$ cat src/verilog/imu_params.svh
//////////////////////////////////////////////////
// IMU front end constants
// Sensor addresses, bit timing and table sizes
//////////////////////////////////////////////////
`ifndef IMU_PARAMS_SVH
`define IMU_PARAMS_SVH

// 7-bit I2C device addresses
`define IMU_ACCEL_ADDR 7'h53
`define IMU_GYRO_ADDR 7'h68

// CLOCK_50 cycles per quarter bit, 50 MHz / (4 * 31) is about 400 kHz SCL
`define IMU_QUARTER_DIV 31

// Start-up wait before the init writes, in quarter ticks
`define IMU_STARTUP_QUARTERS 200

// Gap between read frames, in quarter ticks
`define IMU_IDLE_QUARTERS 100

// Init table length
`define IMU_INIT_COUNT 9

// Single-byte reads per frame, six per sensor
`define IMU_READ_COUNT 12

`endif

$ cat src/verilog/imuPkg.sv
//////////////////////////////////////////////////
// IMU front end types
// Bus pins, I2C command/response and samples
//////////////////////////////////////////////////
package imuPkg;

`include "imu_params.svh"

    // Open-drain drive-low enables, a line floats high when its bit is 0
    typedef struct packed {
        logic sclLow;
        logic sdaLow;
    } i2cBus_t;

    // One register transaction request
    typedef struct packed {
        logic       isRead;     // 1 for register read
        logic [6:0] devAddr;    // 7-bit slave address
        logic [7:0] regAddr;
        logic [7:0] wrData;     // Ignored on reads
    } i2cCmd_t;

    // Result of one transaction
    typedef struct packed {
        logic [7:0] rdData;
        logic       ackError;   // Some ACK slot saw SDA high
    } i2cRsp_t;

    typedef logic signed [15:0] axisSample_t;

    typedef struct packed {
        axisSample_t accelX;
        axisSample_t accelY;
        axisSample_t accelZ;
        axisSample_t gyroX;
        axisSample_t gyroY;
        axisSample_t gyroZ;
    } imuSample_t;

    // Table indexes for the sequencer
    typedef logic [$clog2(`IMU_INIT_COUNT)-1:0] initIdx_t;
    typedef logic [$clog2(`IMU_READ_COUNT)-1:0] readIdx_t;

endpackage

$ cat src/verilog/i2cBitTimer.sv
`timescale 1ns/1ps
//////////////////////////////////////////////////
// I2C quarter-bit timer
// One-cycle tick every IMU_QUARTER_DIV clocks
//////////////////////////////////////////////////
`include "imu_params.svh"

module i2cBitTimer (
    input  logic CLOCK_50,
    input  logic reset_n,
    output logic quarterTick
);

    localparam int divWidth = $clog2(`IMU_QUARTER_DIV + 1);

    logic [divWidth-1:0] divCount;

    // Counts 0 .. DIV-1, the tick is registered on the reload
    always_ff @(posedge CLOCK_50)
    begin
        if (!reset_n)
        begin
            divCount    <= '0;
            quarterTick <= 1'b0;
        end
        else if (divCount == divWidth'(`IMU_QUARTER_DIV - 1))
        begin
            divCount    <= '0;
            quarterTick <= 1'b1;
        end
        else
        begin
            divCount    <= divCount + 1'b1;
            quarterTick <= 1'b0;
        end
    end

endmodule

$ cat src/verilog/i2cMaster.sv
`timescale 1ns/1ps
//////////////////////////////////////////////////
// I2C master, one register write or read
// Bits are four quarters: SDA set, SCL up, sample, SCL down
//////////////////////////////////////////////////
module i2cMaster (
    input  logic            CLOCK_50,
    input  logic            reset_n,
    input  logic            quarterTick,
    input  imuPkg::i2cCmd_t cmd,
    input  logic            cmdValid,
    output logic            cmdReady,
    output imuPkg::i2cRsp_t rsp,
    output logic            rspValid,
    output imuPkg::i2cBus_t bus,
    input  logic            sdaIn
);
    import imuPkg::*;

    typedef enum logic [1:0] {phIdle, phStart, phByte, phStop} phase_t;
    typedef enum logic [2:0] {selAddrW, selReg, selData, selAddrR, selRead} byteSel_t;

    localparam logic [3:0] ackBit = 4'd8;   // Ninth clock of a byte

    phase_t     phase;
    byteSel_t   byteSel;        // Which byte of the transaction is on the wire
    logic [1:0] quarter;
    logic [3:0] bitCount;
    logic [7:0] shiftReg;
    logic       ackErr;
    i2cCmd_t    cmdReg;
    logic       dataLow;

    assign cmdReady = (phase == phIdle);

    // SDA for the coming bit
    always_comb
    begin
        if (bitCount == ackBit || byteSel == selRead)
            dataLow = 1'b0;             // Slave ACK, read data or our NACK
        else
            dataLow = ~shiftReg[7];     // MSB first
    end

    always_ff @(posedge CLOCK_50)
    begin
        if (!reset_n)
        begin
            phase    <= phIdle;
            byteSel  <= selAddrW;
            quarter  <= '0;
            bitCount <= '0;
            ackErr   <= 1'b0;
            rspValid <= 1'b0;
            bus      <= '0;             // Both lines released
        end
        else
        begin
            rspValid <= 1'b0;
            if (phase == phIdle)
            begin
                if (cmdValid)
                begin
                    cmdReg  <= cmd;
                    phase   <= phStart;
                    byteSel <= selAddrW;
                    quarter <= '0;
                    ackErr  <= 1'b0;
                end
            end
            else if (quarterTick)
            begin
                quarter <= quarter + 1'b1;
                case (phase)
                    // Also serves as repeated START, SCL is low on entry then
                    phStart:
                        case (quarter)
                            2'd0: bus.sdaLow <= 1'b0;
                            2'd1: bus.sclLow <= 1'b0;
                            2'd2: bus.sdaLow <= 1'b1;   // SDA falls with SCL high
                            default:
                            begin
                                bus.sclLow <= 1'b1;
                                phase      <= phByte;
                                bitCount   <= '0;
                                shiftReg   <= {cmdReg.devAddr, byteSel == selAddrR};
                            end
                        endcase

                    phByte:
                        case (quarter)
                            2'd0: bus.sdaLow <= dataLow;    // Only while SCL low
                            2'd1: bus.sclLow <= 1'b0;
                            2'd2:
                            begin
                                if (bitCount != ackBit)
                                    shiftReg <= {shiftReg[6:0], sdaIn};
                                else if (byteSel != selRead && sdaIn)
                                    ackErr <= 1'b1;     // No ACK, keep going to STOP
                            end
                            default:
                            begin
                                bus.sclLow <= 1'b1;
                                if (bitCount != ackBit)
                                    bitCount <= bitCount + 1'b1;
                                else
                                begin
                                    bitCount <= '0;
                                    case (byteSel)
                                        selAddrW:
                                        begin
                                            byteSel  <= selReg;
                                            shiftReg <= cmdReg.regAddr;
                                        end
                                        selReg:
                                            if (cmdReg.isRead)
                                            begin
                                                byteSel <= selAddrR;
                                                phase   <= phStart;
                                            end
                                            else
                                            begin
                                                byteSel  <= selData;
                                                shiftReg <= cmdReg.wrData;
                                            end
                                        selAddrR: byteSel <= selRead;
                                        default: phase <= phStop;
                                    endcase
                                end
                            end
                        endcase

                    phStop:
                        case (quarter)
                            2'd0: bus.sdaLow <= 1'b1;
                            2'd1: bus.sclLow <= 1'b0;
                            2'd2: bus.sdaLow <= 1'b0;   // SDA rises with SCL high
                            default:
                            begin
                                phase    <= phIdle;
                                rspValid <= 1'b1;
                                rsp      <= '{rdData: shiftReg, ackError: ackErr};
                            end
                        endcase

                    default: phase <= phIdle;
                endcase
            end
        end
    end

endmodule

$ cat src/verilog/imuSequencer.sv
`timescale 1ns/1ps
//////////////////////////////////////////////////
// IMU sequencer
// Start-up wait, init writes, then read frames
//////////////////////////////////////////////////
`include "imu_params.svh"

module imuSequencer (
    input  logic               CLOCK_50,
    input  logic               reset_n,
    output imuPkg::i2cCmd_t    cmd,
    output logic               cmdValid,
    input  logic               cmdReady,
    input  imuPkg::i2cRsp_t    rsp,
    input  logic               rspValid,
    input  logic               quarterTick,
    output imuPkg::imuSample_t sample,
    output logic               sampleValid,
    output logic               busError
);
    import imuPkg::*;

    typedef enum logic [2:0] {stWait, stInit, stRead, stPublish, stGap} seqState_t;

    localparam int accelReads = `IMU_READ_COUNT / 2;
    localparam int waitMax = (`IMU_STARTUP_QUARTERS > `IMU_IDLE_QUARTERS)
                           ? `IMU_STARTUP_QUARTERS : `IMU_IDLE_QUARTERS;
    localparam int waitWidth = $clog2(waitMax + 1);

    seqState_t            state;
    logic [waitWidth-1:0] waitCount;
    logic [waitWidth-1:0] waitLimit;
    initIdx_t             initIdx;
    readIdx_t             readIdx;
    logic                 pending;      // Command accepted, response not yet back
    logic                 frameErr;
    logic [2:0]           axisSel;
    logic                 highByte;
    axisSample_t          axisBuf [6];  // accelX .. gyroZ

    // Entries are {isRead, devAddr, regAddr, wrData}
    function automatic i2cCmd_t initEntry(initIdx_t idx);
        i2cCmd_t entry;
        case (idx)
            4'd0: entry = '{1'b0, `IMU_ACCEL_ADDR, 8'h2D, 8'h00};   // Standby
            4'd1: entry = '{1'b0, `IMU_ACCEL_ADDR, 8'h2D, 8'h16};
            4'd2: entry = '{1'b0, `IMU_ACCEL_ADDR, 8'h2D, 8'h08};   // Measure
            4'd3: entry = '{1'b0, `IMU_ACCEL_ADDR, 8'h31, 8'h08};   // Full res
            4'd4: entry = '{1'b0, `IMU_ACCEL_ADDR, 8'h2C, 8'h08};
            4'd5: entry = '{1'b0, `IMU_GYRO_ADDR, 8'h3E, 8'h00};    // Power mgmt
            4'd6: entry = '{1'b0, `IMU_GYRO_ADDR, 8'h15, 8'hFF};
            4'd7: entry = '{1'b0, `IMU_GYRO_ADDR, 8'h16, 8'h1E};
            default: entry = '{1'b0, `IMU_GYRO_ADDR, 8'h17, 8'h00};
        endcase
        return entry;
    endfunction

    // Accel 0x32..0x37, gyro 0x1D..0x22
    function automatic i2cCmd_t readEntry(readIdx_t idx);
        i2cCmd_t entry;
        entry.isRead = 1'b1;
        entry.wrData = 8'h00;
        if (idx < readIdx_t'(accelReads))
        begin
            entry.devAddr = `IMU_ACCEL_ADDR;
            entry.regAddr = 8'h32 + 8'(idx);
        end
        else
        begin
            entry.devAddr = `IMU_GYRO_ADDR;
            entry.regAddr = 8'h17 + 8'(idx);    // 0x1D at idx 6
        end
        return entry;
    endfunction

    assign cmd = (state == stInit) ? initEntry(initIdx) : readEntry(readIdx);
    assign waitLimit = (state == stWait) ? waitWidth'(`IMU_STARTUP_QUARTERS - 1)
                                         : waitWidth'(`IMU_IDLE_QUARTERS - 1);

    // Accel is low byte first, gyro high byte first
    assign axisSel  = 3'(readIdx >> 1);
    assign highByte = (readIdx < readIdx_t'(accelReads)) ? readIdx[0] : ~readIdx[0];

    always_ff @(posedge CLOCK_50)
    begin
        if (!reset_n)
        begin
            state       <= stWait;
            waitCount   <= '0;
            initIdx     <= '0;
            readIdx     <= '0;
            pending     <= 1'b0;
            frameErr    <= 1'b0;
            cmdValid    <= 1'b0;
            sampleValid <= 1'b0;
            busError    <= 1'b0;
        end
        else
        begin
            sampleValid <= 1'b0;
            if (cmdValid && cmdReady)
            begin
                cmdValid <= 1'b0;
                pending  <= 1'b1;
            end
            if (rspValid && rsp.ackError)
                busError <= 1'b1;           // Sticky

            case (state)
                stWait, stGap:
                    if (quarterTick)
                    begin
                        if (waitCount == waitLimit)
                        begin
                            waitCount <= '0;
                            readIdx   <= '0;
                            frameErr  <= 1'b0;
                            state     <= (state == stWait) ? stInit : stRead;
                        end
                        else
                            waitCount <= waitCount + 1'b1;
                    end

                stInit:
                    if (!pending && !cmdValid)
                        cmdValid <= 1'b1;
                    else if (rspValid)
                    begin
                        pending <= 1'b0;
                        if (initIdx == initIdx_t'(`IMU_INIT_COUNT - 1))
                            state <= stRead;    // readIdx and frameErr are clear here
                        else
                            initIdx <= initIdx + 1'b1;
                    end

                stRead:
                    if (!pending && !cmdValid)
                        cmdValid <= 1'b1;
                    else if (rspValid)
                    begin
                        pending <= 1'b0;
                        if (rsp.ackError)
                            frameErr <= 1'b1;
                        if (highByte)
                            axisBuf[axisSel][15:8] <= rsp.rdData;
                        else
                            axisBuf[axisSel][7:0] <= rsp.rdData;
                        if (readIdx == readIdx_t'(`IMU_READ_COUNT - 1))
                            state <= stPublish;
                        else
                            readIdx <= readIdx + 1'b1;
                    end

                // One cycle later so the last byte is in axisBuf
                stPublish:
                begin
                    if (!frameErr)
                    begin
                        sampleValid   <= 1'b1;
                        sample.accelX <= axisBuf[0];
                        sample.accelY <= axisBuf[1];
                        sample.accelZ <= axisBuf[2];
                        sample.gyroX  <= axisBuf[3];
                        sample.gyroY  <= axisBuf[4];
                        sample.gyroZ  <= axisBuf[5];
                    end
                    waitCount <= '0;
                    state     <= stGap;
                end

                default: state <= stWait;
            endcase
        end
    end

endmodule

$ cat src/verilog/imuInterface.sv
`timescale 1ns/1ps
//////////////////////////////////////////////////
// IMU interface top level
// Bit timer, I2C master and sequencer
//////////////////////////////////////////////////
module imuInterface (
    input  logic               CLOCK_50,
    input  logic               reset_n,
    output imuPkg::i2cBus_t    i2cBus,
    input  logic               sdaIn,
    output imuPkg::imuSample_t sample,
    output logic               sampleValid,
    output logic               busError
);
    import imuPkg::*;

    logic    quarterTick;
    i2cCmd_t cmd;
    logic    cmdValid;
    logic    cmdReady;
    i2cRsp_t rsp;
    logic    rspValid;

    i2cBitTimer timer_i (
        .CLOCK_50    (CLOCK_50),
        .reset_n     (reset_n),
        .quarterTick (quarterTick)
    );

    i2cMaster master_i (
        .CLOCK_50    (CLOCK_50),
        .reset_n     (reset_n),
        .quarterTick (quarterTick),
        .cmd         (cmd),
        .cmdValid    (cmdValid),
        .cmdReady    (cmdReady),
        .rsp         (rsp),
        .rspValid    (rspValid),
        .bus         (i2cBus),
        .sdaIn       (sdaIn)        // Resolved SDA level from the pad
    );

    imuSequencer sequencer_i (
        .CLOCK_50    (CLOCK_50),
        .reset_n     (reset_n),
        .cmd         (cmd),
        .cmdValid    (cmdValid),
        .cmdReady    (cmdReady),
        .rsp         (rsp),
        .rspValid    (rspValid),
        .quarterTick (quarterTick),
        .sample      (sample),
        .sampleValid (sampleValid),
        .busError    (busError)
    );

endmodule

$ cat config.mk
export PLATFORM = sky130hd
export DESIGN_NAME = imuInterface
export DESIGN_NICKNAME = d
export VERILOG_FILES = /design/src/verilog/imuPkg.sv /design/src/verilog/i2cBitTimer.sv /design/src/verilog/i2cMaster.sv /design/src/verilog/imuSequencer.sv /design/src/verilog/imuInterface.sv
export VERILOG_INCLUDE_DIRS = /design/src /design/src/verilog
export SDC_FILE = /design/constraint.sdc
export NUM_CORES = 1
export LEC_CHECK = 0
export BUFFER_PORTS_ARGS = -buffer_cell sky130_fd_sc_hd__buf_2
export CAP_MARGIN = 15
export CELL_PAD_IN_SITES_DETAIL_PLACEMENT = 1
export CELL_PAD_IN_SITES_GLOBAL_PLACEMENT = 1
export CORE_MARGIN = 2
export CORE_UTILIZATION = 53
export CTS_BUF_LIST = sky130_fd_sc_hd__clkbuf_4 sky130_fd_sc_hd__clkbuf_8 sky130_fd_sc_hd__clkbuf_16
export DETAILED_ROUTE_END_ITERATION = 10
export HOLD_SLACK_MARGIN = 0.02
export MAX_ROUTING_LAYER = met4
export PLACE_DENSITY_LB_ADDON = 0.1
export SYNTH_ARGS = -nofsm -noshare
export SYNTH_HDL_FRONTEND = slang
export SYNTH_SLANG_ARGS = --single-unit
export TNS_END_PERCENT = 10
$ cat constraint.sdc
create_clock -name CLOCK_50 -period 20.1 [get_ports CLOCK_50]
set_input_delay 1.005 -clock CLOCK_50 [delete_from_list [all_inputs] [get_ports CLOCK_50]]
set_output_delay 1.005 -clock CLOCK_50 [all_outputs]
set_load 0.005 [all_outputs]
# Yosys cells after proc, flatten, opt, wreduce, memory -nomap -nowiden
# Memory sizes are Yosys's and may differ from the RTL's. A register that Yosys moved wholly into a read port is not among the register bits.
# Cells that the tools add are included.
# W data, S select, Z words.
[word_totals] reg_bits=86 mem_bits_rw=96 mem_bits_ro=152 elab_cells=243 mem_count=2
[op_classes] n_addsub=8 order_cmp=1 eq_ne=49 n_mux=100 bitwise_logic=11 reduce_logical=46
[memory_table] memory="(no name shown)" words=8 word_bits=19 rd=1 rd_ports_with_merged_regs=1 write_ports=0 line_no="imuSequencer.sv:44" text="case (idx)"
[memory_table] memory="sequencer_i.axisBuf" words=6 word_bits=16 rd=6 rd_ports_with_merged_regs=6 write_ports=1 line_no="imuSequencer.sv:39" text="axisSample_t axisBuf [6];"
[ops] cell="$pmux W8 S2" n=4
[ops] cell="$mux W8" n=7
[ops] cell="$mux W3" n=16
[ops] cell="$mux W1" n=39
[ops] cell="$mux W4" n=8
[ops] cell="$reduce_and A6 Y1" n=5
[ops] cell="$mux W2" n=12
[ops] cell="$mux W24" n=1
[ops] cell="$mux W23" n=1
[ops] cell="$ne A2 B2 Y1 const B" n=11
[ops] cell="$ne A3 B2 Y1 const B" n=6
[ops] cell="$pmux W4 S2" n=2
[ops] cell="$reduce_and A8 Y1" n=2
[ops] cell="$mux W14" n=1
[ops] cell="$ne A2 B1 Y1 const B" n=7
[ops] cell="$reduce_bool A2 Y1" n=7
[ops] cell="$reduce_or A2 Y1" n=7
[ops] cell="$add A4 B1 Y4 const B" n=3
[ops] cell="$eq A4 B4 Y1 const B" n=3
[ops] cell="$pmux W2 S3" n=2
[ops] cell="$pmux W3 S4" n=1
[ops] cell="$not A1 Y1" n=11
[ops] cell="$reduce_and A10 Y1" n=1
[ops] cell="$reduce_and A5 Y1" n=2
[ops] cell="32 further kinds" n=56

# Depth between registers and ports, before layout
[depth] word_depth=8 ltp_mapped=9 depth_no_buf=7

# By module
# A second synthesis with hierarchy kept.
[unflattened] cells_unflattened=675 area_unflattened_um2=10680.2
[by_module_without_submodules] mod="imuSequencer" n_inst=1 cells_each=449 area_per_inst_um2=7897.6
[by_module_without_submodules] mod="i2cMaster" n_inst=1 cells_each=203 area_per_inst_um2=2561.2
[by_module_without_submodules] mod="i2cBitTimer" n_inst=1 cells_each=23 area_per_inst_um2=221.5

# Worst setup path after synthesis
# OpenSTA, ideal clock, no wires.
[synth_timing] kind="input -> register" start="in reset_n" end="reg, netlist name sample[0]" setup_time_ps=667 t_arrival_ps=8000 required_ps=19433 slack_ps=11433 path_stages=3 n_path_buf=1 path_cell_list="clkinv_1 > clkbuf_1 > nor3_1"
[synth_via] elab_chain_cells=1
[synth_lines] element="from (decl)" line_no="imuInterface.sv:8" text="input logic reset_n,"
[synth_lines] element="$reduce_and A3 Y1 (no source line)"
# Every way passes these cells.
# A chain may end at the register's enable or synchronous reset.

# Worst setup path in the final report
[layout_timing] start="in reset_n" end="reg, netlist name sample[20]"
[layout_via] elab_chain_cells=1
[layout_lines] element="$reduce_and A3 Y1 (no source line)"
# Every way passes these cells.

==> flow_summary.json <==
{
  "routedWlPerCell_um": 20.71,
  "fin_setup_tns_ps": 0,
  "slack_of_the_worst_reg_to_reg_path_ps": 17360,
  "timing.final.setup_violations": 0,
  "route.final.wire_length_mm": 21.31,
  "cts_inserted_buffers": 27,
  "finalCriticalPeriod_ps": 2788,
  "post_synth_top_area_cell": "edfxtp_1",
  "grt_first_pass_wirelength_mm": 32.79,
  "sequential_cell_area_um2": 7787,
  "antenna_found_initial": 0,
  "r2r_end": "sequencer_i.axisBuf[1][5]",
  "gp_congestion": 0.8460,
  "worst-slew-pin-transition_ps": 1015,
  "first_global_vias": 5953,
  "areaGrowthSynthToFinish_pct": 16.04,
  "root_buffer": "clkbuf_16",
  "worst_setup_ep": "sample[20]",
  "global_route.usage.total": 0.2160,
  "synth-edff-count": 222,
  "hold_viol": 0,
  "htreeDepth": 1,
  "place.port_buffers": 102,
  "ys_seq_area_frac": 0.7693,
  "synthesized_netlist_net_count": 685,
  "worstRegToRegCells": 4,
  "number_of_warnings_reported_in_the_yosys_synthesis_log": 0,
  "drive_gt1_frac": 0.2113,
  "swShare": 0.1860,
  "diodes": 0,
  "dpl-instance-area_um2": 10830,
  "synth_cells": 661,
  "timing.final.crit_share": 0.1387,
  "post-synth-top-count-cell": "edfxtp_1",
  "vias": 5719,
  "dp_cells": 979,
  "regToRegStartpoint": "sequencer_i.state[1]",
  "final_nets": 801,
  "detail-route-antenna-nets": 0,
  "required_ps": 20250,
  "detail_route.vias_per_cell": 5.558,
  "top_level_ports": 103,
  "layout.cells.non_filler": 1029,
  "largest_net_degree_at_the_start_of_global_routing": 56,
  "synth_cell_types": 70,
  "tritoncts_clock_tree": "built",
  "drc": 0,
  "cap_viol_max_count": 0,
  "p_seq_frac": 0.547,
  "power.density_cell_area_nw_per_um2": 95.42,
  "multi_input_comb_area_um2": 2138,
  "number_of_buffers_between_clock_root_and_the_deepest_sink": 3,
  "path_max_fanout": 55,
  "holdCritPathClass": "reg -> reg",
  "design.die.area_um2": 20220,
  "p_sw_mw": 0.2085,
  "clk_latency_ps": 530,
  "core.rowCount": 50,
  "syn-mean-instance-area_um2": 15.31,
  "post_cts.repair.setup_buffers": 0,
  "dr.first_iter.drc_count": 299,
  "comb_power_share": 0.003,
  "fmaxAchievable_mhz": 358.7,
  "floorplan.core_area_um2": 18710,
  "critical_path_arrival_ps": 2940,
  "dieWidth_um": 142.2,
  "clock-sinks": 278,
  "result_of_the_run": "completed",
  "fillerInstances": 1751,
  "fp.dieH_um": 142.2,
  "design_power_total_mw": 1.121,
  "leakagePower_nw": 4.064,
  "area_fraction_of_the_dominant_cell_type_after_synthesis": 0.6586,
  "async_reset_ff_frac": 0,
  "initial_utilization": 0.5411,
  "final_max_slew_viol_count": 0,
  "critPathLaunchType": "input pin",
  "clk_pin_slew_ps": 60,
  "detailed_router_iteration_count_before_antenna_repair": 4,
  "crit_start": "reset_n",
  "unrepaired_setup_endpoints_after_global_routing": "no",
  "place.detailed.hpwl_mm": 14.08,
  "final_core_util": 0.6280,
  "post_cts_resize_count": 0,
  "grt_remaining_overflow": 0,
  "fin_area_um2": 11750,
  "ctsHoldBuffers": 0,
  "synthTopCellsByArea": "edfxtp_1 66%, dfxtp_1 11%, ha_1 2.6%",
  "timing.slew.headroom": 0.3183,
  "synth_commonest_cells": "222 x edfxtp_1, 56 x dfxtp_1, 46 x nand2_1",
  "category_of_the_most_critical_setup_path": "in -> reg",
  "ir_worst_vdd_uv": 81.26,
  "p_clk_frac": 0.449,
  "timing.clock.skew_ps": 16.84,
  "cp-end-kind": "flop",
  "ys_ff_latch": 278,
  "syn-cell-area_um2": 10120,
  "synth_top_flop_cell": "edfxtp_1",
  "internal-power_mw": 0.9124
}
-- flip-flops by register name, indices dropped and copies added (netlist names), 2 cells and up, named ones only --
signal / count
sequencer_i.waitCount: 8
sequencer_i.state: 3
timer_i.divCount: 5
master_i.bus: 2
master_i.bitCount: 4
sample: 96
master_i.rsp: 9
master_i.phase: 2
sequencer_i.readIdx: 4
master_i.quarter: 2
sequencer_i.initIdx: 4
master_i.byteSel: 3
master_i.shiftReg: 8
master_i.cmdReg: 13
sequencer_i.axisBuf: 96
-- how the worst min path moves through the flow --
stage | startpoint | to | slack (ps) | cells past startpoint
CTS | sequencer_i.axisBuf[5][7] | sample[7] | 420 | 0
global placement | sequencer_i.axisBuf[4][11] | sample[27] | 400 | 0
global route | sequencer_i.axisBuf[5][7] | sample[7] | 420 | 0
detailed placement | sequencer_i.axisBuf[2][11] | sample[59] | 410 | 0
floorplan | sequencer_i.axisBuf[5][0] | sample[0] | 400 | 0
finish | sequencer_i.axisBuf[1][5] | sample[69] | 420 | 0
-- through the flow --
stage / hold slack [ps] / setup slack, ps
after floorplan: 400.3 / 11430
after global placement: 402.3 / 16870
after detailed placement: 406.3 / 16740
after CTS: 417.5 / 17290
after global routing: 422.4 / 17060
final: 415.8 / 17310
-- critical path, stage by stage --
cell	delay (ps)
buf_2	390
clkinv_1	180
nor3_2	180
buf_4	480
buf_4	650
-- final cells by class --
| cell class | count | share of cell area |
|---|---|---|
| Multi-Input combinational cell | 341 | 0.1820 |
| Inverter | 20 | 0.006391 |
| Clock inverter | 18 | 0.01662 |
| Clock buffer | 29 | 0.05880 |
| Tap cell | 234 | 0.02493 |
| Sequential cell | 278 | 0.6630 |
| Timing Repair Buffer | 109 | 0.04825 |
-- routing by layer --
metal  up-vias  GRT usage  wire length, µm
met5         -          -                0
met4         0    0.05474              393
met3        41    0.03197             1106
met2       158     0.3766            10910
met1      2833     0.2673             8896
li1       2687          -                -
-- power groups by stage --
stage / clock, mW / sequential (mW) / combinational, mW
after floorplan: 0 / 0.626 / 0.00258
after global placement: 0 / 0.626 / 0.00360
after detailed placement: 0 / 0.626 / 0.00387
after CTS: 0.511 / 0.613 / 0.00385
after global routing: 0.530 / 0.613 / 0.00427
final: 0.504 / 0.613 / 0.00379
-- logic make-up after synthesis --
kind of cell | Yosys count | synth area share
fa+ha+maj | 23 | 0.02794
other cells | 1 | 0.0003705
flops | 278 | 0.7693
xor+xnor | 13 | 0.01125
compound gates | 108 | 0.06885
simple gates | 190 | 0.09506
buf+inv | 42 | 0.01990
mux | 6 | 0.007293
-- placed cells by master, fill, tap and decap left out, drive strengths merged, types with 7 or more instances in the layout --
master / Yosys / routed
dfxtp: 56 / 56
a21oi: 37 / 37
ha: 21 / 21
a211oi: 8 / 8
inv: 19 / 20
and2: 10 / 10
buf: 9 / 107
clkbuf: 13 / 31
nor2: 42 / 42
nand4: 7 / 7
nand2b: 12 / 12
nand3: 23 / 23
nand2: 46 / 46
o21ai: 29 / 29
nor3: 21 / 21
edfxtp: 222 / 222
xor2: 8 / 8
clkinv: 1 / 11
(Power assumes the default switching activity.)
